==> config.mk <==
export PLATFORM = sky130hd
export DESIGN_NAME = cl_hello_world
export DESIGN_NICKNAME = d
export VERILOG_FILES = /design/src/hw/cl_hello_pkg.sv /design/src/hw/cl_hello_world.sv /design/src/hw/hello_regs.sv /design/src/hw/ocl_slave.sv /design/src/hw/tick_counter.sv
export SDC_FILE = /design/constraint.sdc
export NUM_CORES = 1
export LEC_CHECK = 0
export BUFFER_PORTS_ARGS = -buffer_cell sky130_fd_sc_hd__buf_2
export CAP_MARGIN = 10
export CORE_UTILIZATION = 61
export CTS_CLUSTER_DIAMETER = 200
export DETAILED_ROUTE_END_ITERATION = 6
export PLACE_DENSITY = 0.84
export SLEW_MARGIN = 20
export SYNTH_ARGS = -nofsm -noshare
export SYNTH_HDL_FRONTEND = slang
export SYNTH_HIERARCHICAL = 1
export SYNTH_SLANG_ARGS = --single-unit
==> constraint.sdc <==
create_clock -name clk_main_a0 -period 7.5 [get_ports clk_main_a0]
set_clock_uncertainty 0.1 [all_clocks]
set_input_delay 0.375 -clock clk_main_a0 [delete_from_list [all_inputs] [get_ports clk_main_a0]]
set_output_delay 0.375 -clock clk_main_a0 [all_outputs]
set_load 0.01 [all_outputs]
==> src/hw/cl_hello_pkg.sv <==
// Shared by RTL and testbench. Offsets are byte addresses on the 32-bit AXI-Lite bus with no base decode
package cl_hello_pkg;

  // ------------------------------
  // Bus and port widths
  // ------------------------------
  localparam int addr_w = 32;
  localparam int data_w = 32;
  localparam int vled_w = 16;

  // ------------------------------
  // Register map
  // ------------------------------
  // Stores a word, reads back byte-reversed
  localparam logic [addr_w-1:0] hello_addr      = 32'h0000_0500;
  // Read only, shadows hello[15:0]
  localparam logic [addr_w-1:0] vled_addr       = 32'h0000_0504;
  // Bit 0 enable, bit 1 clear pulse, bit 2 one-shot
  localparam logic [addr_w-1:0] cnt_ctrl_addr   = 32'h0000_0508;
  localparam logic [addr_w-1:0] tick_val_addr   = 32'h0000_050C;
  // Write loads the main counter
  localparam logic [addr_w-1:0] cnt_load_addr   = 32'h0000_0510;
  localparam logic [addr_w-1:0] watermark_addr  = 32'h0000_0514;
  // Count, prescaler and watermark flag, read only
  localparam logic [addr_w-1:0] cnt_status_addr = 32'h0000_0518;

  // Filler for unmapped reads
  localparam logic [data_w-1:0] unimpl_value = 32'hDEAD_DEAD;

  // AXI response code
  localparam logic [1:0] resp_okay = 2'b00;

  // ------------------------------
  // FSM states
  // ------------------------------
  typedef enum logic [1:0] {
    wr_idle,
    wr_data,
    wr_resp
  } wr_state_e;

  typedef enum logic [1:0] {
    rd_idle,
    rd_fetch,
    rd_resp
  } rd_state_e;

endpackage

==> src/hw/cl_hello_world.sv <==
// Top level of the hello-world block. Clock and reset come in already synchronous, no register slice
`timescale 1ns/1ps

module cl_hello_world #(
  parameter int CNT_W  = 16,
  parameter int TICK_W = 8
) (
  input  logic                                clk_main_a0,
  input  logic                                rst_main_n_sync,

  input  logic                                sh_ocl_awvalid,
  input  logic [cl_hello_pkg::addr_w-1:0]     sh_ocl_awaddr,
  output logic                                ocl_sh_awready,
  input  logic                                sh_ocl_wvalid,
  input  logic [cl_hello_pkg::data_w-1:0]     sh_ocl_wdata,
  input  logic [cl_hello_pkg::data_w/8-1:0]   sh_ocl_wstrb,
  output logic                                ocl_sh_wready,
  output logic                                ocl_sh_bvalid,
  output logic [1:0]                          ocl_sh_bresp,
  input  logic                                sh_ocl_bready,
  input  logic                                sh_ocl_arvalid,
  input  logic [cl_hello_pkg::addr_w-1:0]     sh_ocl_araddr,
  output logic                                ocl_sh_arready,
  output logic                                ocl_sh_rvalid,
  output logic [cl_hello_pkg::data_w-1:0]     ocl_sh_rdata,
  output logic [1:0]                          ocl_sh_rresp,
  input  logic                                sh_ocl_rready,

  input  logic [cl_hello_pkg::vled_w-1:0]     sh_cl_status_vdip,
  output logic [cl_hello_pkg::vled_w-1:0]     cl_sh_status_vled
);

  // Slave to register block
  logic                            reg_wr_en;
  logic [cl_hello_pkg::addr_w-1:0] reg_wr_addr;
  logic [cl_hello_pkg::data_w-1:0] reg_wr_data;
  logic [cl_hello_pkg::addr_w-1:0] rd_addr;
  logic [cl_hello_pkg::data_w-1:0] rd_data;

  // Register block to counter
  logic              cnt_enable;
  logic              cnt_oneshot;
  logic              cnt_clear;
  logic              cnt_load;
  logic [CNT_W-1:0]  cnt_load_value;
  logic [TICK_W-1:0] tick_value;
  logic [CNT_W-1:0]  cnt_watermark;
  logic [CNT_W-1:0]  cnt_value;
  logic [TICK_W-1:0] tick_cnt;
  logic              cnt_ge_watermark;

  ocl_slave ocl_slave_inst (
    .clk_main_a0     (clk_main_a0),
    .rst_main_n_sync (rst_main_n_sync),
    .awvalid         (sh_ocl_awvalid),
    .awaddr          (sh_ocl_awaddr),
    .awready         (ocl_sh_awready),
    .wvalid          (sh_ocl_wvalid),
    .wdata           (sh_ocl_wdata),
    .wstrb           (sh_ocl_wstrb),
    .wready          (ocl_sh_wready),
    .bvalid          (ocl_sh_bvalid),
    .bresp           (ocl_sh_bresp),
    .bready          (sh_ocl_bready),
    .arvalid         (sh_ocl_arvalid),
    .araddr          (sh_ocl_araddr),
    .arready         (ocl_sh_arready),
    .rvalid          (ocl_sh_rvalid),
    .rdata           (ocl_sh_rdata),
    .rresp           (ocl_sh_rresp),
    .rready          (sh_ocl_rready),
    .reg_wr_en       (reg_wr_en),
    .reg_wr_addr     (reg_wr_addr),
    .reg_wr_data     (reg_wr_data),
    .rd_addr         (rd_addr),
    .rd_data         (rd_data)
  );

  hello_regs #(
    .CNT_W  (CNT_W),
    .TICK_W (TICK_W)
  ) hello_regs_inst (
    .clk_main_a0      (clk_main_a0),
    .rst_main_n_sync  (rst_main_n_sync),
    .reg_wr_en        (reg_wr_en),
    .reg_wr_addr      (reg_wr_addr),
    .reg_wr_data      (reg_wr_data),
    .rd_addr          (rd_addr),
    .rd_data          (rd_data),
    .status_vdip      (sh_cl_status_vdip),
    .status_vled      (cl_sh_status_vled),
    .cnt_enable       (cnt_enable),
    .cnt_oneshot      (cnt_oneshot),
    .cnt_clear        (cnt_clear),
    .cnt_load         (cnt_load),
    .cnt_load_value   (cnt_load_value),
    .tick_value       (tick_value),
    .cnt_watermark    (cnt_watermark),
    .cnt_value        (cnt_value),
    .tick_cnt         (tick_cnt),
    .cnt_ge_watermark (cnt_ge_watermark)
  );

  tick_counter #(
    .CNT_W  (CNT_W),
    .TICK_W (TICK_W)
  ) tick_counter_inst (
    .clk_main_a0      (clk_main_a0),
    .rst_main_n_sync  (rst_main_n_sync),
    .cnt_enable       (cnt_enable),
    .cnt_oneshot      (cnt_oneshot),
    .cnt_clear        (cnt_clear),
    .cnt_load         (cnt_load),
    .cnt_load_value   (cnt_load_value),
    .tick_value       (tick_value),
    .cnt_watermark    (cnt_watermark),
    .cnt_value        (cnt_value),
    .tick_cnt         (tick_cnt),
    .cnt_ge_watermark (cnt_ge_watermark)
  );

endmodule

==> src/hw/hello_regs.sv <==
// Status word packs count at bit 0, tick_cnt at bit 16 and the flag at bit 24, so CNT_W<=16 and TICK_W<=8
`timescale 1ns/1ps

module hello_regs #(
  parameter int CNT_W  = 16,
  parameter int TICK_W = 8
) (
  input  logic                                clk_main_a0,
  input  logic                                rst_main_n_sync,

  // Bus slave side
  input  logic                                reg_wr_en,
  input  logic [cl_hello_pkg::addr_w-1:0]     reg_wr_addr,
  input  logic [cl_hello_pkg::data_w-1:0]     reg_wr_data,
  input  logic [cl_hello_pkg::addr_w-1:0]     rd_addr,
  output logic [cl_hello_pkg::data_w-1:0]     rd_data,

  // Virtual DIP and LED
  input  logic [cl_hello_pkg::vled_w-1:0]     status_vdip,
  output logic [cl_hello_pkg::vled_w-1:0]     status_vled,

  // Counter control and status
  output logic                                cnt_enable,
  output logic                                cnt_oneshot,
  output logic                                cnt_clear,
  output logic                                cnt_load,
  output logic [CNT_W-1:0]                    cnt_load_value,
  output logic [TICK_W-1:0]                   tick_value,
  output logic [CNT_W-1:0]                    cnt_watermark,
  input  logic [CNT_W-1:0]                    cnt_value,
  input  logic [TICK_W-1:0]                   tick_cnt,
  input  logic                                cnt_ge_watermark
);

  localparam int stat_tick_lsb = 16;
  localparam int stat_ge_bit   = 24;

  logic [cl_hello_pkg::data_w-1:0] hello_q;
  logic [cl_hello_pkg::vled_w-1:0] vled_q;
  logic [cl_hello_pkg::vled_w-1:0] vdip_q;
  logic [cl_hello_pkg::vled_w-1:0] vdip_q2;
  logic                            wr_ctrl;
  logic                            wr_load;

  assign wr_ctrl = reg_wr_en && (reg_wr_addr == cl_hello_pkg::cnt_ctrl_addr);
  assign wr_load = reg_wr_en && (reg_wr_addr == cl_hello_pkg::cnt_load_addr);

  // ------------------------------
  // Writable registers
  // ------------------------------
  always_ff @(posedge clk_main_a0) begin
    if (!rst_main_n_sync) begin
      hello_q       <= '0;
      cnt_enable    <= 1'b0;
      cnt_oneshot   <= 1'b0;
      cnt_clear     <= 1'b0;
      cnt_load      <= 1'b0;
      tick_value    <= '0;
      cnt_watermark <= '0;
    end else begin
      // Pulses follow the write by one cycle
      cnt_clear <= wr_ctrl && reg_wr_data[1];
      cnt_load  <= wr_load;
      if (reg_wr_en && (reg_wr_addr == cl_hello_pkg::hello_addr)) begin
        hello_q <= reg_wr_data;
      end
      if (wr_ctrl) begin
        cnt_enable  <= reg_wr_data[0];
        cnt_oneshot <= reg_wr_data[2];
      end
      if (reg_wr_en && (reg_wr_addr == cl_hello_pkg::tick_val_addr)) begin
        tick_value <= reg_wr_data[TICK_W-1:0];
      end
      if (reg_wr_en && (reg_wr_addr == cl_hello_pkg::watermark_addr)) begin
        cnt_watermark <= reg_wr_data[CNT_W-1:0];
      end
    end
  end

  // Only meaningful alongside cnt_load
  always_ff @(posedge clk_main_a0) begin
    if (wr_load) begin
      cnt_load_value <= reg_wr_data[CNT_W-1:0];
    end
  end

  // ------------------------------
  // Virtual LED path
  // ------------------------------
  always_ff @(posedge clk_main_a0) begin
    if (!rst_main_n_sync) begin
      vled_q      <= '0;
      vdip_q      <= '0;
      vdip_q2     <= '0;
      status_vled <= '0;
    end else begin
      vled_q      <= hello_q[cl_hello_pkg::vled_w-1:0];
      // Two-flop synchronizer on the DIP input
      vdip_q      <= status_vdip;
      vdip_q2     <= vdip_q;
      status_vled <= vled_q & vdip_q2;
    end
  end

  // ------------------------------
  // Read mux
  // ------------------------------
  always_comb begin
    rd_data = '0;
    unique case (rd_addr)
      cl_hello_pkg::hello_addr: begin
        rd_data = {hello_q[7:0], hello_q[15:8], hello_q[23:16], hello_q[31:24]};
      end
      cl_hello_pkg::vled_addr: begin
        rd_data[cl_hello_pkg::vled_w-1:0] = vled_q;
      end
      cl_hello_pkg::cnt_ctrl_addr: begin
        // Clear bit is a pulse and reads as 0
        rd_data[0] = cnt_enable;
        rd_data[2] = cnt_oneshot;
      end
      cl_hello_pkg::tick_val_addr: begin
        rd_data[TICK_W-1:0] = tick_value;
      end
      cl_hello_pkg::cnt_load_addr: begin
        // Write only
        rd_data = '0;
      end
      cl_hello_pkg::watermark_addr: begin
        rd_data[CNT_W-1:0] = cnt_watermark;
      end
      cl_hello_pkg::cnt_status_addr: begin
        rd_data[CNT_W-1:0]                  = cnt_value;
        rd_data[stat_tick_lsb +: TICK_W]    = tick_cnt;
        rd_data[stat_ge_bit]                = cnt_ge_watermark;
      end
      default: rd_data = cl_hello_pkg::unimpl_value;
    endcase
  end

endmodule

==> src/hw/ocl_slave.sv <==
// Single-beat AXI-Lite only. wstrb is ignored, full words are written and every response is OKAY
`timescale 1ns/1ps

module ocl_slave (
  input  logic                                clk_main_a0,
  input  logic                                rst_main_n_sync,

  // Write address channel
  input  logic                                awvalid,
  input  logic [cl_hello_pkg::addr_w-1:0]     awaddr,
  output logic                                awready,

  // Write data channel
  input  logic                                wvalid,
  input  logic [cl_hello_pkg::data_w-1:0]     wdata,
  input  logic [cl_hello_pkg::data_w/8-1:0]   wstrb,
  output logic                                wready,

  // Write response channel
  output logic                                bvalid,
  output logic [1:0]                          bresp,
  input  logic                                bready,

  // Read address channel
  input  logic                                arvalid,
  input  logic [cl_hello_pkg::addr_w-1:0]     araddr,
  output logic                                arready,

  // Read data channel
  output logic                                rvalid,
  output logic [cl_hello_pkg::data_w-1:0]     rdata,
  output logic [1:0]                          rresp,
  input  logic                                rready,

  // Register block side
  output logic                                reg_wr_en,
  output logic [cl_hello_pkg::addr_w-1:0]     reg_wr_addr,
  output logic [cl_hello_pkg::data_w-1:0]     reg_wr_data,
  output logic [cl_hello_pkg::addr_w-1:0]     rd_addr,
  input  logic [cl_hello_pkg::data_w-1:0]     rd_data
);

  cl_hello_pkg::wr_state_e wr_state;
  cl_hello_pkg::rd_state_e rd_state;

  logic [cl_hello_pkg::addr_w-1:0] wr_addr_q;
  logic [cl_hello_pkg::addr_w-1:0] rd_addr_q;

  // ------------------------------
  // Write channel
  // ------------------------------
  always_ff @(posedge clk_main_a0) begin
    if (!rst_main_n_sync) begin
      wr_state <= cl_hello_pkg::wr_idle;
    end else begin
      unique case (wr_state)
        cl_hello_pkg::wr_idle: begin
          if (awvalid) begin
            wr_state <= cl_hello_pkg::wr_data;
          end
        end
        cl_hello_pkg::wr_data: begin
          if (wvalid) begin
            wr_state <= cl_hello_pkg::wr_resp;
          end
        end
        cl_hello_pkg::wr_resp: begin
          if (bready) begin
            wr_state <= cl_hello_pkg::wr_idle;
          end
        end
        default: wr_state <= cl_hello_pkg::wr_idle;
      endcase
    end
  end

  // Address held for the data phase
  always_ff @(posedge clk_main_a0) begin
    if (awvalid && awready) begin
      wr_addr_q <= awaddr;
    end
  end

  assign awready = (wr_state == cl_hello_pkg::wr_idle);
  assign wready  = (wr_state == cl_hello_pkg::wr_data) && wvalid;
  assign bvalid  = (wr_state == cl_hello_pkg::wr_resp);
  assign bresp   = cl_hello_pkg::resp_okay;

  // Registers update on the data handshake edge
  assign reg_wr_en   = wvalid && wready;
  assign reg_wr_addr = wr_addr_q;
  assign reg_wr_data = wdata;

  // ------------------------------
  // Read channel
  // ------------------------------
  always_ff @(posedge clk_main_a0) begin
    if (!rst_main_n_sync) begin
      rd_state <= cl_hello_pkg::rd_idle;
      rdata    <= '0;
    end else begin
      unique case (rd_state)
        cl_hello_pkg::rd_idle: begin
          if (arvalid) begin
            rd_state <= cl_hello_pkg::rd_fetch;
          end
        end
        cl_hello_pkg::rd_fetch: begin
          // Mux output is settled from the latched address
          rdata    <= rd_data;
          rd_state <= cl_hello_pkg::rd_resp;
        end
        cl_hello_pkg::rd_resp: begin
          if (rready) begin
            rd_state <= cl_hello_pkg::rd_idle;
          end
        end
        default: rd_state <= cl_hello_pkg::rd_idle;
      endcase
    end
  end

  always_ff @(posedge clk_main_a0) begin
    if (arvalid && arready) begin
      rd_addr_q <= araddr;
    end
  end

  assign arready = (rd_state == cl_hello_pkg::rd_idle);
  assign rvalid  = (rd_state == cl_hello_pkg::rd_resp);
  assign rresp   = cl_hello_pkg::resp_okay;
  assign rd_addr = rd_addr_q;

endmodule

==> src/hw/tick_counter.sv <==
// Clear wins over load, load over enable. One-shot saturates at all ones instead of wrapping
`timescale 1ns/1ps

module tick_counter #(
  parameter int CNT_W  = 16,
  parameter int TICK_W = 8
) (
  input  logic              clk_main_a0,
  input  logic              rst_main_n_sync,
  input  logic              cnt_enable,
  input  logic              cnt_oneshot,
  input  logic              cnt_clear,
  input  logic              cnt_load,
  input  logic [CNT_W-1:0]  cnt_load_value,
  input  logic [TICK_W-1:0] tick_value,
  input  logic [CNT_W-1:0]  cnt_watermark,
  output logic [CNT_W-1:0]  cnt_value,
  output logic [TICK_W-1:0] tick_cnt,
  output logic              cnt_ge_watermark
);

  logic tick;
  logic at_max;

  // Prescaler period is tick_value+1 cycles
  assign tick   = (tick_cnt >= tick_value);
  assign at_max = &cnt_value;

  // ------------------------------
  // Prescaler
  // ------------------------------
  always_ff @(posedge clk_main_a0) begin
    if (!rst_main_n_sync) begin
      tick_cnt <= '0;
    end else if (cnt_clear) begin
      tick_cnt <= '0;
    end else if (cnt_enable) begin
      if (tick) begin
        tick_cnt <= '0;
      end else begin
        tick_cnt <= tick_cnt + 1'b1;
      end
    end
  end

  // ------------------------------
  // Main counter
  // ------------------------------
  always_ff @(posedge clk_main_a0) begin
    if (!rst_main_n_sync) begin
      cnt_value <= '0;
    end else if (cnt_clear) begin
      cnt_value <= '0;
    end else if (cnt_load) begin
      cnt_value <= cnt_load_value;
    end else if (cnt_enable && tick) begin
      // Hold at the top in one-shot mode
      if (!(cnt_oneshot && at_max)) begin
        cnt_value <= cnt_value + 1'b1;
      end
    end
  end

  // Compare lags the count by one cycle
  always_ff @(posedge clk_main_a0) begin
    if (!rst_main_n_sync) begin
      cnt_ge_watermark <= 1'b0;
    end else begin
      cnt_ge_watermark <= (cnt_value >= cnt_watermark);
    end
  end

endmodule

==> reports/summary.txt, run 1 <==
Status = complete, no violations
# DRC = 0
Max Clock Freq = 0.2711 GHz
Reg2reg start = ocl_slave_inst/rd_addr[4]
Worst-path clk slew = 0.07 ns
R2R depth = 6
Die width = 136.2 microns
Area contributors post-synth = dfxtp_1, edfxtp_1, mux2i_1
FF-to-FF End = ocl_slave_inst/rdata[23]
Initial antenna violation count = 1
Root buffer cell = clkbuf_16
Via count = 8398
CTS sink cnt = 265
Crit path DAT = 4.03 ns
Initial Util = 63.06%
Avg Cell Area, Syn = 11.07 sq um
Filler instances = 1080
Crit Path Category = reg -> reg
Worst-skew pair later-pin latency = 0.54 ns
CTS tree = done
Die H = 136.2 microns
Die area = 18550 sq um
Core area = 17420 sq um
Maximum vdd drop = 0.2107 mV
Final setup fails = 0
CP cell instances = or4_1 > nor4_4 > nor2b_1 > a221o_1 > nand2_1 > mux2i_1
Hold-critical path depth = 3
Final hold vios = 0
Count leader, synth = dfxtp_1
Final worst path period need = 3.689 ns
Final hold slack = 0.004429 ns
TritonCTS buffer count = 26
Synth unique cells = 74
Worst EP required = 7.85 ns
Worst setup SP type = flip-flop
Pre-CTS setup slack = 4.035 ns
Kind of cell adding the most delay to the critical path = simple AND/OR/NAND/NOR gates
R2R Setup Slk = 3.81 ns
TNS Setup = 0 ns
Worst-case clock buffer depth = 3
Hold Crit Endpoint = hello_regs_inst/hello_q[20]
GP Congestion = 0.9667
Cell taking the most area after synthesis = dfxtp_1
Synthesis-to-layout area growth = 22.86%
Synth Instances = 992
Fraction of layout cells with a size suffix above 1 = 20.44%
FF+latch count, synth = 265
YS warnings = 6
First-pass GRT wire length = 43590 microns
Power, Total = 0.003022 W
HP Start = sh_ocl_wdata[20]
Worst slew margin = 26.53%
Number of synthesized flops with an enable pin = 80
Mapped cell area = 10980 sq um
Vias/cell = 5.756
Worst slew pin tran = 1.100 ns
Sequential element share of the synthesized area = 55.59%
CP max-delay cell = nor2b_1
Pre-antenna DRT Iters = 6
Part of the cycle the worst path needs = 49.19%
Post-CTS Setup Bufs = 0
H-tree Lvls = 1
Routed length per instance = 19.78 microns
Largest net degree at the start of global routing = 80
Worst Path Buf+Inv = 0
Vias in the first global route = 8469
Global route total overflow = 0
Main synth FF type = dfxtp_1
Worst hold path class = in -> reg
PwrDens = 224.0 nW/um^2
Post-DP HPWL = 17770 microns
RSZ-0062 raised after global routing = false
Max-cap viol count = 0
Biggest fanout along the worst timing path = 17
CP endpoint kind = flip-flop
Placed cell count = 1308
DRT Wirelength = 28860 microns
Site Rows = 48
Max stage delay on crit path = 0.95 ns
Ports = 180
Slew Limit Fails = 0
DRT antenna net count = 0
Final worst setup slack = 3.811 ns
Finished Layout Cells = 1459
Share of the synthesized area in the top cell type = 33.72%
1st-iter DRT viols = 856
Overall Global Routing Usage = 31.05%
Post-synth top cells = dfxtp_1, nand2_1, edfxtp_1
Port Buffers = 171
# nets final = 1362
LEAKAGE = 5.474 nW
Async SR Flop Fraction = 0%
-- flip-flops by register name, indices dropped and copies added (netlist names), 2 cells and up --
signal / flops
ocl_slave_inst/wr_state: 2
hello_regs_inst/vdip_q: 16
ocl_slave_inst/rd_addr: 32
ocl_slave_inst/reg_wr_addr: 32
hello_regs_inst/tick_value: 8
ocl_slave_inst/rdata: 32
hello_regs_inst/cnt_load_value: 16
tick_counter_inst/tick_cnt: 8
hello_regs_inst/cnt_watermark: 16
hello_regs_inst/hello_q: 32
ocl_slave_inst/rd_state: 2
tick_counter_inst/cnt_value: 16
hello_regs_inst/vled_q: 16
hello_regs_inst/status_vled: 16
hello_regs_inst/vdip_q2: 16
-- worst min-delay path, stage by stage --
cell	delay [ns]
buf_2	0.08
mux2i_1	0.05
nor2b_1	0.09
-- metrics by stage --
step	utilization [%]	area [sq um]
finish	77.48	13490
global route	77.48	13490
CTS	77.36	13470
detailed placement	66.59	11600
global placement	66.48	11580
floorplan	-	10990
-- layout by cell type (no fill, tap or decap), drive strengths merged, types with 25 or more instances in the layout --
cell and n:
dfxtp 185, dlygate4sd3 101, nand2 118, ha 26, nor2b 33, o21ai 55, mux2i 61, inv 29
and2 55, buf 177, edfxtp 80, clkbuf 39, nand3 25
-- per-layer routing --
metal | GRT usage (%) | wire, microns | up-vias
met2 | 53.81 | 14130 | 405
li1 | - | - | 3915
met4 | 14.94 | 1433 | 0
met1 | 37.12 | 11110 | 3996
met3 | 5.593 | 2188 | 82
met5 | 0 | 0 | -
-- worst max-delay path by stage --
stage                          startpoint                         to  slack, ns  depth (start not counted)
2_1_floorplan  ocl_slave_inst/rd_state[1]  ocl_slave_inst/rd_addr[0]       4.14                          1
3_3_place_gp    ocl_slave_inst/rd_addr[4]   ocl_slave_inst/rdata[23]       4.11                          6
3_5_place_dp    ocl_slave_inst/rd_addr[4]   ocl_slave_inst/rdata[18]       4.04                          6
4_1_cts         ocl_slave_inst/rd_addr[4]   ocl_slave_inst/rdata[18]       4.05                          6
5_1_grt         ocl_slave_inst/rd_addr[4]   ocl_slave_inst/rdata[23]       3.66                          6
6_report        ocl_slave_inst/rd_addr[4]   ocl_slave_inst/rdata[23]       3.81                          6
-- layout make-up --
| type | count | area (sq um) | area share, % |
|---|---|---|---|
| antenna | 1 | 2.502 | 0.01854 |
| timing repair buffer | 278 | 1931 | 14.31 |
| inverter | 28 | 105.1 | 0.7789 |
| clock inverter | 9 | 71.32 | 0.5285 |
| clock buffer | 39 | 793.3 | 5.879 |
| sequential | 265 | 6106 | 45.25 |
| tap | 225 | 281.5 | 2.086 |
| multi-input combinational | 614 | 4204 | 31.15 |
-- cells by family (layout without fill, tap and decap cells) --
logic type | after synthesis | after routing | synth area share (%)
simple gates | 350 | 350 | 17.94
mux | 63 | 63 | 5.764
buf+inv | 116 | 354 | 6.448
other cells | 1 | 5 | 0.03414
fa+ha+maj | 26 | 26 | 2.962
compound gates | 153 | 153 | 9.820
xor+xnor | 18 | 18 | 1.435
flops | 265 | 265 | 55.59
-- what timing repair did --
action                                  CTS  global route
hold buffers                            101             0
endpoints found under the setup margin    0             0
gates resized for setup                   0             0
endpoints found under the hold margin   100             0
-- report_power, final --
| part | internal [W] | switching [W] |
|---|---|---|
| sequential | 0.00152 | 0.0000224 |
| combinational | 0.0000923 | 0.0000909 |
| clock | 0.000738 | 0.000553 |
| total | 0.00236 | 0.000667 |
(Power assumes the default switching activity.)
==> run 2: changes to the inputs <==
--- a/config.mk
+++ b/config.mk
@@ -5,12 +5,13 @@
 export SDC_FILE = /design/constraint.sdc
 export NUM_CORES = 1
 export LEC_CHECK = 0
+export ABC_AREA = 1
 export BUFFER_PORTS_ARGS = -buffer_cell sky130_fd_sc_hd__buf_2
 export CAP_MARGIN = 10
-export CORE_UTILIZATION = 61
+export CORE_UTILIZATION = 57
 export CTS_CLUSTER_DIAMETER = 200
 export DETAILED_ROUTE_END_ITERATION = 6
-export PLACE_DENSITY = 0.84
+export PLACE_DENSITY = 0.79
 export SLEW_MARGIN = 20
 export SYNTH_ARGS = -nofsm -noshare
 export SYNTH_HDL_FRONTEND = slang
==> constraint.sdc (replaced) <==
create_clock -name clk_main_a0 -period 3.5 [get_ports clk_main_a0]
set_clock_uncertainty 0.1 [all_clocks]
set_input_delay 0.175 -clock clk_main_a0 [delete_from_list [all_inputs] [get_ports clk_main_a0]]
set_output_delay 0.175 -clock clk_main_a0 [all_outputs]
set_load 0.01 [all_outputs]
==> run 2 against run 1 <==
Clock-buffer cell count shrank 4. Routed wire length grew 14%. Via count increased by 25%. Core utilization is 5.5 points lower. Fmax increased by 33%. Critical endpoint is now ocl_slave_inst/rdata[1]. Largest cell class unchanged.
==> reports/summary.txt, run 2 <==
Status = complete, no violations (unchanged)
Commonest cells after routing, fill and taps aside = nand2_1, nor2_1, dfxtp_1 (was dfxtp_1, buf_2, nand2_1)
Filler instances = 1516 (was 1080)
Initial Util = 58.70% (was 63.06%)
Avg Cell Area, Syn = 8.044 sq um (was 11.07 sq um)
Post-CTS Setup Bufs = 0 (unchanged)
PostCTS Resize Cnt = 0 (unchanged)
Initial antenna violation count = 0 (was 1)
Core area = 20360 sq um (was 17420 sq um)
Crit path DAT = 3.15 ns (was 4.03 ns)
Ports = 180 (unchanged)
TritonCTS buffer count = 27 (was 26)
Max-cap viol count = 0 (unchanged)
Pre-CTS setup slack = 0.9746 ns (was 4.035 ns)
Synth unique cells = 46 (was 74)
Max Clock Freq = 0.3611 GHz (was 0.2711 GHz)
LEAKAGE = 6.696 nW (was 5.474 nW)
Worst slew pin tran = 0.8316 ns (was 1.100 ns)
CTS sink cnt = 265 (unchanged)
Synth Instances = 1486 (was 992)
Dpl cell area = 12570 sq um (was 11600 sq um)
Biggest fanout along the worst timing path = 29 (was 17)
Port Buffers = 171 (unchanged)
DRT Wirelength = 32910 microns (was 28860 microns)
DRT antenna net count = 0 (unchanged)
H-tree Lvls = 1 (unchanged)
Root buffer cell = clkbuf_16 (unchanged)
Area contributors post-synth = dfxtp_1, edfxtp_1, nand2_1 (was dfxtp_1, edfxtp_1, mux2i_1)
Largest net degree at the start of global routing = 65 (was 80)
Final worst setup slack = 0.7309 ns (was 3.811 ns)
Part of the cycle the worst path needs = 79.12% (was 49.19%)
CP endpoint kind = flip-flop (unchanged)
PwrDens = 460.8 nW/um^2 (was 224.0 nW/um^2)
GP Congestion = 0.9325 (was 0.9667)
Final worst path period need = 2.769 ns (was 3.689 ns)
# DRC = 0 (unchanged)
RSZ-0062 raised after global routing = false (unchanged)
Post-DP HPWL = 19980 microns (was 17770 microns)
Worst-skew pair later-pin latency = 0.55 ns (was 0.54 ns)
Synthesis-to-layout area growth = 22.70% (was 22.86%)
Most common cell after layout, fill and taps aside = nand2_1 (was dfxtp_1)
Worst hold path class = in -> reg (unchanged)
# nets final = 1874 (was 1362)
Share of the synthesized area in the top cell type = 30.98% (was 33.72%)
Overall Global Routing Usage = 30.57% (was 31.05%)
Vias in the first global route = 10.30k (was 8469)
Global route total overflow = 0 (unchanged)
Count leader, synth = nand2_1 (was dfxtp_1)
Final hold vios = 0 (unchanged)
Antenna diodes = 0 (was 1)
Routed length per instance = 16.35 microns (was 19.78 microns)
YS warnings = 6 (unchanged)
Final hold slack = 0.2392 ns (was 0.004429 ns)
Main synth FF type = dfxtp_1 (unchanged)
Largest family of logic cells by synthesized area = simple AND/OR/NAND/NOR gates (unchanged)
Worst-case clock buffer depth = 3 (unchanged)
Post-synthesis adder-cell area fraction = 2.721% (was 2.962%)
Mux share of post-synthesis cell area = 0.08373% (was 5.764%)
Worst-path clk slew = 0.06 ns (was 0.07 ns)
Worst slew margin = 44.50% (was 26.53%)
TNS Setup = 0 ns (unchanged)
Synth Area in XOR/XNOR = 0.5861% (was 1.435%)
Via count = 10.52k (was 8398)
Site Rows = 52 (was 48)
Cell taking the most area after synthesis = dfxtp_1 (unchanged)
Post-synthesis compound-gate area fraction = 7.107% (was 9.820%)
Async SR Flop Fraction = 0% (unchanged)
Hold Buf Count CTS = 118 (was 101)
Die width = 146.8 microns (was 136.2 microns)
Pre-antenna DRT Iters = 5 (was 6)
Mapped cell area = 11950 sq um (was 10980 sq um)
Slew Limit Fails = 0 (unchanged)
FF+latch count, synth = 265 (unchanged)
Number of synthesized flops with an enable pin = 80 (unchanged)
Power, Total = 0.006759 W (was 0.003022 W)
Post-synth top cells = nand2_1, nor2_1, dfxtp_1 (was dfxtp_1, nand2_1, edfxtp_1)
First-pass GRT wire length = 51740 microns (was 43590 microns)
Cell area after layout = 14670 sq um (was 13490 sq um)
Worst setup SP type = flip-flop (unchanged)
Final setup fails = 0 (unchanged)
1st-iter DRT viols = 760 (was 856)
Die area = 21550 sq um (was 18550 sq um)
Vias/cell = 5.228 (was 5.756)
Synth Area in Simple Gates = 27.28% (was 17.94%)
Sequential element share of the synthesized area = 51.08% (was 55.59%)
Die H = 146.8 microns (was 136.2 microns)
Crit Path Category = reg -> reg (unchanged)
CTS tree = done (unchanged)
Maximum vdd drop = 0.3763 mV (was 0.2107 mV)
Fraction of layout cells with a size suffix above 1 = 16.47% (was 20.44%)
Worst EP required = 3.88 ns (was 7.85 ns)
run 2: cell types whose count changed in the layout (fill, tap and decap cells not counted), sizes merged, moves of 23 or more:
cell | previous run | this run
nand2 | 118 | 377
nor2 | 18 | 255
inv | 29 | 179
a21oi | 18 | 92
mux2i | 61 | 1
nand3 | 25 | 83
and2 | 55 | 1
nor2b | 33 | 0
a22oi | 24 | 1
run 2: final timing paths:
kind                                                 start                        endpoint  slack (ns)  cells past startpoint
worst max-delay path            ocl_slave_inst/rd_addr[17]         ocl_slave_inst/rdata[1]        0.73                     16
worst min-delay path                     sh_ocl_araddr[21]      ocl_slave_inst/rd_addr[21]        0.24                      2
worst max register to register  ocl_slave_inst/rd_addr[17]         ocl_slave_inst/rdata[1]        0.73                     16
worst min register to register  hello_regs_inst/vdip_q2[4]  hello_regs_inst/status_vled[4]        0.31                      2
run 2: logic make-up (layout without fill, tap and decap cells):
family / Yosys count / after routing
mux: 1 / 1
other cells: 1 / 4
buf+inv: 269 / 523
simple gates: 748 / 748
fa+ha+maj: 26 / 26
xor+xnor: 8 / 8
flops: 265 / 265
compound gates: 168 / 168
run 2: cell type report:
cell class	count	area (sq um)	area share, %
timing repair buffer	297	2100	14.31
clock inverter	12	160.2	1.092
sequential	265	6106	41.63
multi-input combinational	955	4533	30.91
inverter	179	671.9	4.581
clock buffer	35	759.5	5.178
tap	270	337.8	2.303
run 2: worst max-delay path: stages (launching register included):
cell,delay [ns]
edfxtp_1,0.37
inv_1,0.08
nand2_1,0.07
nor2_1,0.25
nand2_1,0.19
nor2_8,0.28
buf_4,0.36
nand2_2,0.11
inv_2,0.27
nand2_1,0.08
nand2_1,0.09
nor2_1,0.04
nand2_1,0.11
inv_1,0.05
nand2_1,0.07
nand2_1,0.05
nor2_1,0.10
run 2: stage by stage:
stage | cells | util, %
floorplan | 1489 | -
global placement | 1848 | 61.71
detailed placement | 1848 | 61.71
CTS | 2013 | 72.03
global route | 2013 | 72.03
finish | 2013 | 72.03
run 2: report_power, final:
group / internal [W] / switching [W]
registers: 0.00327 / 0.0000481
logic: 0.000210 / 0.000243
clock network: 0.00176 / 0.00122
run 2: routing by layer:
layer / routed length, microns / GRT usage (%) / vias to the layer above / part of all wire [%]
li1: - / - / 5122 / -
met1: 13130 / 36.30 / 4805 / 40
met2: 16190 / 54.36 / 486 / 49
met3: 2034 / 3.944 / 111 / 6.2
met4: 1553 / 15.21 / 0 / 4.7
met5: 0 / 0 / - / 0
